## src/source/mem_data_pkg.sv

```systemverilog
// Shared widths, access timing and bus word layouts for the memory data path
// Memory word is two 9-bit lanes, each one data byte plus an odd parity bit
// ACCESS_CYCLES must fit in TIMER_W bits and be at least 1
package mem_data_pkg;

  localparam int BYTE_W        = 8;   // One data byte
  localparam int WORD_W        = 16;  // Local bus data width
  localparam int ACCESS_CYCLES = 3;   // Clocks per DRAM access
  localparam int TIMER_W       = 2;   // Holds ACCESS_CYCLES

  // One stored byte with its parity
  // Parity sits above the data, as on the DD bus (DD8, DD17)
  typedef struct packed {
    logic              par;   // Odd parity over data
    logic [BYTE_W-1:0] data;
  } mem_lane_t;

  // Full DRAM word, 18 bits
  typedef struct packed {
    mem_lane_t hi;  // DD17..DD9
    mem_lane_t lo;  // DD8..DD0
  } mem_word_t;

  // Status back to the CPU side
  typedef struct packed {
    logic lo_err;   // Low byte parity error, last read
    logic hi_err;   // High byte parity error, last read
    logic lerr;     // Either byte in error
    logic par_err;  // Sticky, drives the red LED
  } mem_status_t;

endpackage

```

## src/source/access_timer.sv

```systemverilog
// Down-counter for the memory access time of one cycle
// expired pulses ACCESS_CYCLES edges after the edge that samples start
// A start while counting reloads and restarts the access time
`timescale 1ns/1ps

module access_timer
  import mem_data_pkg::*;
(
  input  logic clk,
  input  logic rst,
  input  logic start,   // Load the access time
  output logic expired  // One-cycle pulse at count zero
);

  logic [TIMER_W-1:0] cnt;  // Zero when idle

  always_ff @(posedge clk) begin
    if (rst) begin
      cnt     <= '0;
      expired <= 1'b0;
    end else begin
      expired <= 1'b0;  // Default, pulse only
      if (start) begin
        cnt <= TIMER_W'(ACCESS_CYCLES);  // Reload, even mid count
      end else if (cnt != '0) begin
        cnt     <= cnt - TIMER_W'(1);
        expired <= (cnt == TIMER_W'(1));  // Reaching zero now
      end
    end
  end

  // Every expiry traces back to the start that loaded it
  a_expired_after_start : assert property (
    @(posedge clk) disable iff (rst)
    expired |-> $past(start, ACCESS_CYCLES + 1)
  );

endmodule

```

## src/source/mem_cycle_fsm.sv

```systemverilog
// Sequences one memory cycle per req strobe: IDLE, WRITE or READ, FINISH
// write is sampled together with req and kept for the whole cycle
// req while busy is not allowed; it is ignored here
`timescale 1ns/1ps

module mem_cycle_fsm (
  input  logic clk,
  input  logic rst,
  input  logic req,          // One-cycle strobe
  input  logic write,        // Direction, valid with req
  input  logic timer_done,   // Access time over
  output logic timer_start,
  output logic busy,
  output logic done,         // One cycle, in FINISH
  output logic drive_en,     // Lanes drive toward memory
  output logic latch         // Lanes capture memory word
);

  typedef enum logic [1:0] {
    IDLE,
    WRITE,
    READ,
    FINISH
  } state_t;

  state_t state;
  state_t state_nxt;
  logic   wr_cyc;  // Direction of the running cycle

  always_comb begin
    state_nxt = state;
    case (state)
      IDLE: begin
        if (req) begin
          state_nxt = write ? WRITE : READ;
        end
      end
      WRITE, READ: begin
        if (timer_done) begin
          state_nxt = FINISH;  // Access time met
        end
      end
      FINISH:  state_nxt = IDLE;
      default: state_nxt = IDLE;
    endcase
  end

  always_ff @(posedge clk) begin
    if (rst) begin
      state  <= IDLE;
      wr_cyc <= 1'b0;
    end else begin
      state <= state_nxt;
      if (state == IDLE && req) begin
        wr_cyc <= write;  // Held until next req
      end
    end
  end

  // Start the timer at the edge that takes the request
  assign timer_start = (state == IDLE) && req;
  assign busy        = (state != IDLE);
  assign done        = (state == FINISH);

  // Write data stays on the bus through the done cycle
  assign drive_en = (state == WRITE) || (state == FINISH && wr_cyc);
  assign latch    = (state == FINISH) && !wr_cyc;  // Read capture

  // Bus master waits for the end of busy
  a_no_req_while_busy : assert property (
    @(posedge clk) disable iff (rst)
    busy |-> !req
  );

endmodule

```

## src/source/parity_lane.sv

```systemverilog
// One byte lane between the local bus and the DRAM word
// Write side is combinational and forced to zero when not driving
// err is the live odd-parity check of dd_in; the error latch samples it
`timescale 1ns/1ps

module parity_lane
  import mem_data_pkg::*;
(
  input  logic              clk,
  input  logic              rst,
  input  logic [BYTE_W-1:0] wbyte,     // From local bus
  input  logic              drive_en,
  input  logic              latch,     // Capture read byte
  input  mem_lane_t         dd_in,     // From memory
  output mem_lane_t         dd_out,    // Toward memory
  output logic [BYTE_W-1:0] rbyte,     // Toward local bus
  output logic              err        // Bad parity on dd_in
);

  logic par_gen;  // Odd parity of the write byte

  // Nine bits must hold an odd count of ones
  assign par_gen = ~^wbyte;

  always_comb begin
    dd_out = '0;  // Quiet bus when not driving
    if (drive_en) begin
      dd_out.data = wbyte;
      dd_out.par  = par_gen;
    end
  end

  // Even count of ones across data and parity
  assign err = ~^dd_in;

  // Read byte held until the next read
  always_ff @(posedge clk) begin
    if (rst) begin
      rbyte <= '0;
    end else if (latch) begin
      rbyte <= dd_in.data;
    end
  end

  // Never drive and capture in the same cycle
  a_drive_latch_excl : assert property (
    @(posedge clk) disable iff (rst)
    !(drive_en && latch)
  );

endmodule

```

## src/source/parity_err_latch.sv

```systemverilog
// Read error status and the sticky parity error that lights the red LED
// Lane flags update only at a read latch; par_dis blocks only the sticky flag
// Set wins over clr_err in the same cycle
`timescale 1ns/1ps

module parity_err_latch
  import mem_data_pkg::*;
(
  input  logic        clk,
  input  logic        rst,
  input  logic        lo_err,   // Live check, low lane
  input  logic        hi_err,   // Live check, high lane
  input  logic        latch,    // Read capture edge
  input  logic        clr_err,  // One-cycle clear of sticky flag
  input  logic        par_dis,  // Parity disable switch
  output mem_status_t status
);

  logic lo_q;
  logic hi_q;
  logic par_q;     // LED flag
  logic par_set;

  // Any lane bad at a read, unless the switch disables it
  assign par_set = latch && (lo_err || hi_err) && !par_dis;

  always_ff @(posedge clk) begin
    if (rst) begin
      lo_q  <= 1'b0;
      hi_q  <= 1'b0;
      par_q <= 1'b0;
    end else begin
      if (latch) begin
        lo_q <= lo_err;  // Same edge as rdata
        hi_q <= hi_err;
      end
      if (par_set) begin
        par_q <= 1'b1;
      end else if (clr_err) begin
        par_q <= 1'b0;
      end
    end
  end

  assign status.lo_err  = lo_q;
  assign status.hi_err  = hi_q;
  assign status.lerr    = lo_q | hi_q;  // Combined level
  assign status.par_err = par_q;

endmodule

```

## src/source/mem_data_top.sv

```systemverilog
// Memory board data path: timer, cycle FSM, two parity lanes, error latch
// Tri-state buses appear as split in and out signals, dd_oe enables dd_out
// No addressing, refresh or ECC here
`timescale 1ns/1ps

module mem_data_top
  import mem_data_pkg::*;
(
  input  logic              clk,
  input  logic              rst,
  input  logic              req,
  input  logic              write,
  input  logic [WORD_W-1:0] wdata,
  input  mem_word_t         dd_in,
  input  logic              clr_err,
  input  logic              par_dis,
  output logic [WORD_W-1:0] rdata,
  output logic              busy,
  output logic              done,
  output mem_word_t         dd_out,
  output logic              dd_oe,
  output mem_status_t       status
);

  logic timer_start;
  logic timer_done;
  logic drive_en;  // Also the bus enable
  logic latch;
  logic lo_err;
  logic hi_err;

  access_timer u_timer (
    .clk     (clk),
    .rst     (rst),
    .start   (timer_start),
    .expired (timer_done)
  );

  mem_cycle_fsm u_fsm (
    .clk         (clk),
    .rst         (rst),
    .req         (req),
    .write       (write),
    .timer_done  (timer_done),
    .timer_start (timer_start),
    .busy        (busy),
    .done        (done),
    .drive_en    (drive_en),
    .latch       (latch)
  );

  // Low byte, DD8..DD0
  parity_lane u_lane_lo (
    .clk      (clk),
    .rst      (rst),
    .wbyte    (wdata[BYTE_W-1:0]),
    .drive_en (drive_en),
    .latch    (latch),
    .dd_in    (dd_in.lo),
    .dd_out   (dd_out.lo),
    .rbyte    (rdata[BYTE_W-1:0]),
    .err      (lo_err)
  );

  // High byte, DD17..DD9
  parity_lane u_lane_hi (
    .clk      (clk),
    .rst      (rst),
    .wbyte    (wdata[WORD_W-1:BYTE_W]),
    .drive_en (drive_en),
    .latch    (latch),
    .dd_in    (dd_in.hi),
    .dd_out   (dd_out.hi),
    .rbyte    (rdata[WORD_W-1:BYTE_W]),
    .err      (hi_err)
  );

  parity_err_latch u_err (
    .clk     (clk),
    .rst     (rst),
    .lo_err  (lo_err),
    .hi_err  (hi_err),
    .latch   (latch),
    .clr_err (clr_err),
    .par_dis (par_dis),
    .status  (status)
  );

  assign dd_oe = drive_en;

endmodule

```

## config.mk

```make
export PLATFORM = sky130hd
export DESIGN_NAME = mem_data_top
export DESIGN_NICKNAME = d
export VERILOG_FILES = /design/src/source/mem_data_pkg.sv /design/src/source/access_timer.sv /design/src/source/mem_cycle_fsm.sv /design/src/source/parity_lane.sv /design/src/source/parity_err_latch.sv /design/src/source/mem_data_top.sv
export SDC_FILE = /design/constraint.sdc
export NUM_CORES = 1
export LEC_CHECK = 0
export ABC_AREA = 1
export BUFFER_PORTS_ARGS = -buffer_cell sky130_fd_sc_hd__buf_2
export CAP_MARGIN = 20
export CELL_PAD_IN_SITES_DETAIL_PLACEMENT = 1
export CELL_PAD_IN_SITES_GLOBAL_PLACEMENT = 1
export CORE_MARGIN = 2
export CORE_UTILIZATION = 27
export CTS_CLUSTER_DIAMETER = 50
export DETAILED_ROUTE_END_ITERATION = 8
export GPL_TIMING_DRIVEN = 0
export PLACE_DENSITY = 0.86
export REMOVE_ABC_BUFFERS = 1
export SLEW_MARGIN = 20
export SYNTH_ARGS = -nofsm -noshare
export SYNTH_HDL_FRONTEND = slang
export SYNTH_SLANG_ARGS = --single-unit
```

## constraint.sdc

```tcl
create_clock -name clk -period 1.6 [get_ports clk]
set_clock_uncertainty 0.2 [all_clocks]
set_input_delay 0 -clock clk [delete_from_list [all_inputs] [get_ports clk]]
set_output_delay 0 -clock clk [all_outputs]
set_load 0.03 [all_outputs]
```

==> tab_implementation.tex, run 1 <==
\begin{tabular}{lr}
\hline
Metric & Value \\
\hline
\multicolumn{2}{l}{\textbf{Global route}} \\
\quad Largest net degree at the start of global routing & 19 \\
\quad Antenna violations before repair & 0 \\
\quad All-layer global routing usage & 0.166 \\
\quad Global-route wire length before repair & 8.57 mm \\
\quad Via count of the first global-routing pass & 1987 \\
\quad Total congestion overflow & 0 \\
\multicolumn{2}{l}{\textbf{Power}} \\
\quad Sw Pwr & 1270 uW \\
\quad Internal Dissipation & 1490 uW \\
\quad Proportion of total power due to net switching & 0.459 \\
\quad Relative contribution of combinational cells to total power & 0.558 \\
\quad Leakage power figure & 0.00137 uW \\
\quad VDD IR max & 0.641 mV \\
\quad Total power per unit cell area & 1110 nW/um\^{}2 \\
\quad Power, Total & 2760 uW \\
\quad Clock network power share & 0.145 \\
\quad Seq pwr share & 0.297 \\
\multicolumn{2}{l}{\textbf{Clocking}} \\
\quad TritonCTS clock tree & done \\
\quad TritonCTS sink count & 25 \\
\quad Cell at the root of the clock tree & clkbuf\_8 \\
\quad Maximum level of the CTS H-tree & 1 \\
\quad Cts bufs inserted & 3 \\
\quad Number of buffers on the longest clock path & 2 \\
\quad CTS clk-pin slew, worst paths & about 0.10 ns \\
\quad Source-to-sink clock delay at the later pin of the worst-skew pair & between 0.2 and 0.3 ns \\
\multicolumn{2}{l}{\textbf{Min path}} \\
\quad Hold Path Stages & 6 \\
\quad Class of the tightest hold or removal check & in2reg \\
\multicolumn{2}{l}{\textbf{Floorplan}} \\
\quad Number of rows created at floorplan & 28 \\
\quad Height of the die & 81.1 um \\
\quad Effective utilization at floorplan & 0.276 \\
\quad CORE AREA & roughly 5800 um\^{}2 \\
\quad DIE WIDTH & 81.1 um \\
\quad Total I/O pin count & 81 \\
\quad Overall die area & between 6000 and 7000 um\^{}2 \\
\multicolumn{2}{l}{\textbf{Worst setup path}} \\
\quad Critical path depth & 6 \\
\quad Cells along the critical path & inv\_2 -> ha\_2 -> nor2\_4 -> buf\_12 -> nor2\_1 -> buf\_4 \\
\quad Critical path peak fanout & 14 \\
\quad CP startpoint kind & flop \\
\quad Crit-path leading delay family & flip-flops \\
\quad Worst setup path category & reg2out \\
\quad Critical path arrival & 1.42 ns \\
\quad Slowest CP cell & dfxtp\_4 \\
\quad Worst reg2reg path depth & 6 \\
\quad Crit path required time & 1.40 ns \\
\quad Critical path capture point type & output port \\
\quad Worst path bufs/invs & 3 \\
\quad Crit path largest cell delay & 0.37 ns \\
\multicolumn{2}{l}{\textbf{Synthesis}} \\
\quad Cells taking the most area after synthesis & dfxtp\_1, inv\_1, nand2\_1 \\
\quad Synthesized instance count & 246 \\
\quad Commonest cells in the synthesized netlist & inv\_1, nand2\_1, nor2\_1 \\
\quad Number of flip-flops and latches in the synthesized netlist & 25 \\
\quad Average footprint of a synthesized cell & 6.52 um\^{}2 \\
\quad Fraction of registers with async set or reset after synthesis & 0 \\
\quad Most instantiated library cell after synthesis & inv\_1 \\
\quad Yosys warns & 0 \\
\quad Total standard cell area after synthesis & 1600 um\^{}2 \\
\quad Library cells used by synthesis & 21 \\
\quad Post-synth EDFFs & 0 \\
\quad Most instantiated flip-flop cell in the synthesis netlist & dfxtp\_1 \\
\quad Portion of the post-synthesis area used by sequential elements & 0.312 \\
\quad Biggest area consumer among synthesized cells & dfxtp\_1 \\
\quad Area share of the largest cell type after synthesis & 0.312 \\
\multicolumn{2}{l}{\textbf{Detailed routing}} \\
\quad DRC violation total after the first TritonRoute iteration & 30 \\
\quad Detailed-route wire length per cell & 12.7 um \\
\quad Remaining design rule violation count & 0 \\
\quad Vias & 1924 \\
\quad First-pass detailed-route iteration total & 4 \\
\quad Drt total wl & 5.43 mm \\
\quad Post-route ant nets & 0 \\
\quad Number of vias per cell after detailed routing & 4.52 \\
\multicolumn{2}{l}{\textbf{Finish}} \\
\quad Filler cell count & roughly 770 \\
\quad Share of final-layout standard cells stronger than drive strength 1 & 0.322 \\
\quad Ant diodes & 0 \\
\quad Area taken by multi-input logic gates & 938 um\^{}2 \\
\quad Area taken by flip-flops and latches & 509 um\^{}2 \\
\quad Final cell count without fillers & $\sim$430 \\
\quad Area added between synthesis and finish & 55.2\% \\
\quad Number of nets in the layout & 398 \\
\multicolumn{2}{l}{\textbf{Placed design}} \\
\quad DP Worst Slack & -1.07 ns \\
\quad Post-DP HPWL & 3.64 mm \\
\quad Placed cell count & 393 \\
\quad IO buf count & 80 \\
\quad Routability-driven placement congestion ratio & between 0.7 and 0.8 \\
\multicolumn{2}{l}{\textbf{Status}} \\
\quad Failing checks & setup timing \\
\quad Outcome & finished, violations left \\
\multicolumn{2}{l}{\textbf{STA}} \\
\quad Minimum clock period after layout & 1.62 ns \\
\quad Slew Limit Headroom & 0.756 \\
\quad Max-slew violation count & 0 \\
\quad Unrepaired setup endpoints after global routing & true \\
\quad Final clock period utilization by the worst path & 1.01 \\
\quad Final WS setup & -0.0211 ns \\
\quad TNS Setup & -0.184 ns \\
\quad Setup violations, final & 16 \\
\quad Maximum operating frequency & 617 MHz \\
\quad Transition at the pin with the smallest max-transition slack & 0.366 ns \\
\quad Final Hold Vio Count & 0 \\
\multicolumn{2}{l}{\textbf{Job}} \\
\quad Maxcap violations & 0 \\
\hline
\end{tabular}
flip-flops by register name, summed over array words and instances (netlist names):
name and cells:
u_fsm.state 2, u_fsm.wr_cyc 1, u_lane_lo.rbyte 8, u_timer.expired 1, u_timer.cnt 2, u_err.lo_q 1
u_err.hi_q 1, u_err.par_q 1, u_lane_hi.rbyte 8
cells by family after synthesis:
kind of cell,synth area share
AOI/OAI and AO/OA,0.133
xor gates and xnor gates,0.104
adders and majority gates,0.0468
buffers and inverters,0.139
DFF,0.312
and+or+nand+nor,0.266
stage by stage:
stage	instance area, um^2	hold slack, ns	utilization
floorplan	1550	-0.138	-
global placement	2040	0.0727	0.352
detailed placement	2040	0.0766	0.352
CTS	2450	0.0219	0.422
global route	2490	0.0862	0.428
finish	2490	0.0202	0.428
cells in the final DEF (no fill, tap or decap), types with 2 or more instances in the layout:
cell type,n
nor2_4,3
o21ai_1,2
inv_1,40
a21oi_1,17
o21ai_0,19
buf_4,22
dfxtp_4,2
nand3_1,12
inv_2,3
dlygate4sd3_1,21
nand2_1,41
ha_1,4
nand3_2,5
clkbuf_8,3
xnor2_1,14
xor2_1,5
buf_2,62
nor2_1,39
nand2_2,2
dfxtp_1,22
buf_6,2
path summary, 6_finish.rpt:
path	start	endpoint	slack (ns)
setup / recovery	u_fsm.state[1]$_SDFFE_PP0P_	dd_out[6]	-0.02
hold / removal	dd_in[8]	u_err.lo_q$_SDFFE_PP0N_	0.02
setup reg to reg	u_fsm.state[0]$_SDFFE_PP0P_	u_lane_hi.rbyte[4]$_SDFFE_PP0N_	0.04
hold reg to reg	u_err.par_q$_SDFFE_PP0P_	u_err.par_q$_SDFFE_PP0P_	0.30
final cells by class:
type                       instances  share of cell area
inverter                          45              0.0704
tap                               75              0.0377
multi-input combinational        169               0.377
timing repair buffer             108               0.292
sequential                        25               0.205
clock buffer                       4              0.0181
power by group through the flow:
| stage | Clock [uW] | Combinational (uW) | Sequential (uW) |
|---|---|---|---|
| floorplan | 0 | 816 | 886 |
| global placement | 0 | 1250 | 790 |
| detailed placement | 0 | 1310 | 796 |
| CTS | 412 | 1530 | 816 |
| global route | 425 | 1690 | 835 |
| finish | 400 | 1540 | 820 |
worst reg2reg max path, cell delays in order (launching register included):
cell and delay (ns):
dfxtp_4 0.37, ha_4 0.16, inv_1 0.19, nor2_4 0.11, buf_6 0.15, o21ai_0 0.20
nor2_1 0.08
per-layer routing:
metal  vias to the layer above  GRT usage  wire (um)
li1                        960          -          -
met1                       889      0.153       2030
met2                        73      0.353       2910
met3                         2     0.0478        467
met4                         0     0.0254         21
met5                         -          0          0
timing repair:
action                                  4_1_cts  5_1_grt
endpoints found under the setup margin       40       39
cloned                                        1        0
buffers inserted                              6        1
pin swaps                                     2        3
hold endpoints to repair                     25        0
hold buffers                                 21        0
resized for setup                            36        8
No activity file was read; power rests on OpenSTA's default activity.
==> inputs of run 2 (changes only) <==
--- a/config.mk
+++ b/config.mk
@@ -11,11 +11,11 @@
 export CELL_PAD_IN_SITES_DETAIL_PLACEMENT = 1
 export CELL_PAD_IN_SITES_GLOBAL_PLACEMENT = 1
 export CORE_MARGIN = 2
-export CORE_UTILIZATION = 27
+export CORE_UTILIZATION = 30
 export CTS_CLUSTER_DIAMETER = 50
 export DETAILED_ROUTE_END_ITERATION = 8
 export GPL_TIMING_DRIVEN = 0
-export PLACE_DENSITY = 0.86
+export PLACE_DENSITY = 0.9
 export REMOVE_ABC_BUFFERS = 1
 export SLEW_MARGIN = 20
 export SYNTH_ARGS = -nofsm -noshare
==> constraint.sdc (replaced) <==
create_clock -name clk -period 1.8 [get_ports clk]
set_clock_uncertainty 0.2 [all_clocks]
set_input_delay 0 -clock clk [delete_from_list [all_inputs] [get_ports clk]]
set_output_delay 0 -clock clk [all_outputs]
set_load 0.03 [all_outputs]
==> run 2 against run 1 <==
The run now ends clean; routed wire length down 6.1%; clock-buffer cell count unchanged; cell area down 4.7%; clock power down 14%; sequential power down 12%; total power down 16%; worst hold slack better by 0.022 ns; register-to-register slack better by 0.16 ns; non-clock buffer count down 3.
==> tab_implementation.tex, run 2 (same netlist as run 1, synthesis figures left out) <==
\begin{tabular}{lr}
\hline
Metric & Value \\
\hline
\multicolumn{2}{l}{\textbf{Clocking}} \\
\quad TritonCTS clock tree & done \\
\quad Number of buffers on the longest clock path & 2 \\
\quad Source-to-sink clock delay at the later pin of the worst-skew pair & between 0.2 and 0.3 ns \\
\quad Cell at the root of the clock tree & clkbuf\_8 \\
\quad Maximum level of the CTS H-tree & 1 \\
\quad Cts bufs inserted & 3 \\
\quad CTS clk-pin slew, worst paths & approximately 0.080 ns \\
\quad TritonCTS sink count & 25 \\
\multicolumn{2}{l}{\textbf{Global route}} \\
\quad Total congestion overflow & 0 \\
\quad All-layer global routing usage & 0.169 \\
\quad Via count of the first global-routing pass & between 1500 and 2000 \\
\quad Antenna violations before repair & 0 \\
\quad Largest net degree at the start of global routing & 19 \\
\quad Global-route wire length before repair & between 8 and 9 mm \\
\multicolumn{2}{l}{\textbf{STA}} \\
\quad Final Hold Vio Count & 0 \\
\quad Setup violations, final & 0 \\
\quad Max-slew violation count & 0 \\
\quad Slew Limit Headroom & 0.657 \\
\quad WHS & about 0.042 ns \\
\quad Final WS setup & 0.101 ns \\
\quad Maximum operating frequency & between 500 and 600 MHz \\
\quad Final clock period utilization by the worst path & 0.944 \\
\quad Transition at the pin with the smallest max-transition slack & about 0.51 ns \\
\quad Unrepaired setup endpoints after global routing & false \\
\quad Minimum clock period after layout & 1.70 ns \\
\multicolumn{2}{l}{\textbf{Finish}} \\
\quad Share of final-layout standard cells stronger than drive strength 1 & 0.296 \\
\quad Number of nets in the layout & 395 \\
\quad Ant diodes & 0 \\
\quad Area added between synthesis and finish & 47.9\% \\
\quad Most used cells in the layout excluding fill and tap cells & buf\_2, nand2\_1, inv\_1, nor2\_1, dfxtp\_1 \\
\quad Final cell count without fillers & about 420 \\
\quad Summed area of non-filler cells in the final layout & 2370 um\^{}2 \\
\quad Filler cell count & between 700 and 800 \\
\quad Most common library cell in the layout ignoring fill and taps & buf\_2 \\
\quad Top Registers & u\_lane\_hi.rbyte (8), u\_lane\_lo.rbyte (8) \\
\multicolumn{2}{l}{\textbf{Placed design}} \\
\quad DP Worst Slack & -0.859 ns \\
\quad Post-DP HPWL & between 3 and 4 mm \\
\quad IO buf count & 80 \\
\quad Placed cell count & 388 \\
\quad Area after DPL & 2040 um\^{}2 \\
\quad Routability-driven placement congestion ratio & 0.710 \\
\multicolumn{2}{l}{\textbf{Worst setup path}} \\
\quad Worst setup path category & reg2out \\
\quad Cells along the critical path & ha\_4 -> nand2\_1 -> inv\_2 -> nor2\_4 -> inv\_1 -> o21ai\_0 -> a21oi\_1 -> buf\_4 \\
\quad Critical path capture point type & output port \\
\quad Reg2reg setup slack & about 0.2 ns \\
\quad Slowest CP cell & dfxtp\_4 \\
\quad Crit path required time & 1.60 ns \\
\quad Startpoint of the lowest-slack register-to-register path & u\_fsm.state[0]\$\_SDFFE\_PP0P\_ \\
\quad Terminus of the critical flop-to-flop path & u\_fsm.state[0]\$\_SDFFE\_PP0P\_ \\
\quad Critical path peak fanout & 5 \\
\quad CP startpoint kind & flop \\
\quad Worst reg2reg path depth & 7 \\
\quad Critical path arrival & 1.50 ns \\
\quad Crit path largest cell delay & roughly 0.37 ns \\
\multicolumn{2}{l}{\textbf{Power}} \\
\quad Power, Total & 2320 uW \\
\quad VDD IR max & 0.391 mV \\
\quad Leakage power figure & between 0.001 and 0.0015 uW \\
\quad Total power per unit cell area & 979 nW/um\^{}2 \\
\multicolumn{2}{l}{\textbf{Floorplan}} \\
\quad Overall die area & between 5000 and 6000 um\^{}2 \\
\quad DIE WIDTH & about 77 um \\
\quad CORE AREA & 5140 um\^{}2 \\
\quad Height of the die & between 70 and 80 um \\
\quad Total I/O pin count & between 80 and 90 \\
\quad Effective utilization at floorplan & 0.312 \\
\quad Number of rows created at floorplan & 26 \\
\multicolumn{2}{l}{\textbf{Detailed routing}} \\
\quad Number of vias per cell after detailed routing & 4.53 \\
\quad Vias & 1892 \\
\quad DRC violation total after the first TritonRoute iteration & 35 \\
\quad First-pass detailed-route iteration total & 4 \\
\quad Remaining design rule violation count & 0 \\
\quad Detailed-route wire length per cell & $\sim$12 um \\
\quad Post-route ant nets & 0 \\
\quad Drt total wl & about 5.1 mm \\
\multicolumn{2}{l}{\textbf{Min path}} \\
\quad Hold Path Sink & u\_err.hi\_q\$\_SDFFE\_PP0N\_ \\
\quad Class of the tightest hold or removal check & in2reg \\
\quad Hold Path Stages & 6 \\
\quad Source of the worst hold timing path & dd\_in[17] \\
\multicolumn{2}{l}{\textbf{Status}} \\
\quad Outcome & completed \\
\multicolumn{2}{l}{\textbf{Job}} \\
\quad Maxcap violations & 0 \\
\hline
\end{tabular}
==> run 2: cell type report <==
type | count | area, um^2 | area share
multi-input cells | 169 | 917 | 0.387
repair buffers | 105 | 646 | 0.272
flip-flops and latches | 25 | 507 | 0.214
inverters | 45 | 170 | 0.0717
well taps | 70 | 87.6 | 0.0369
clock buffers | 4 | 45.0 | 0.0190
==> run 2: what timing repair did <==
item / CTS / global route
endpoints found under the hold margin: 25 / 0
hold buffers: 21 / 0
pin swaps: 2 / 0
gates cloned: 1 / 0
gates resized for setup: 5 / 11
endpoints found under the setup margin: 38 / 26
buffers inserted: 4 / 0
==> run 2: power breakdown <==
part           total (uW)  internal (uW)  switching [uW]
Clock                 346            159             187
Combinational        1250            431             823
Sequential            722            651            70.8
==> run 2: routing by layer <==
metal  global-route usage  part of all wire  wire length, um  up-vias
met5                    0                 0                0        -
met4               0.0482             0.014               72        0
met3               0.0388             0.068              347        7
met2                0.339              0.50             2530       66
met1                0.171              0.42             2150      862
li1                     -                 -                -      957
==> run 2: worst max path at each step <==
stage / cells past startpoint / startpoint / slack [ns] / to
after floorplan: 6 / u_fsm.state[0]$_SDFFE_PP0P_ / -0.41 / u_lane_hi.rbyte[4]$_SDFFE_PP0N_
after global placement: 6 / u_fsm.state[0]$_SDFFE_PP0P_ / -0.80 / u_lane_lo.rbyte[5]$_SDFFE_PP0N_
after detailed placement: 6 / u_fsm.state[0]$_SDFFE_PP0P_ / -0.86 / u_lane_lo.rbyte[5]$_SDFFE_PP0N_
after CTS: 8 / u_fsm.state[0]$_SDFFE_PP0P_ / 0.02 / dd_out[17]
after global routing: 8 / u_fsm.state[0]$_SDFFE_PP0P_ / 0.007 / dd_out[8]
final: 8 / u_fsm.state[0]$_SDFFE_PP0P_ / 0.10 / dd_out[8]
==> run 2: critical path: cells and delay by family (launching register included) <==
| kind | cells | cell delay, ns |
|---|---|---|
| adder cells (fa/ha/maj) | 1 | 0.16 |
| flip-flops | 1 | 0.37 |
| AND/OR/NAND/NOR | 2 | 0.22 |
| AO/OA/AOI/OAI | 2 | 0.16 |
| buffers and inverters | 3 | 0.31 |
==> run 2: metrics by stage <==
stage               utilization  setup TNS (ns)
floorplan                     -           -5.00
global placement          0.397           -8.98
detailed placement        0.397          -10.17
CTS                       0.456               0
global route              0.462               0
finish                    0.462               0
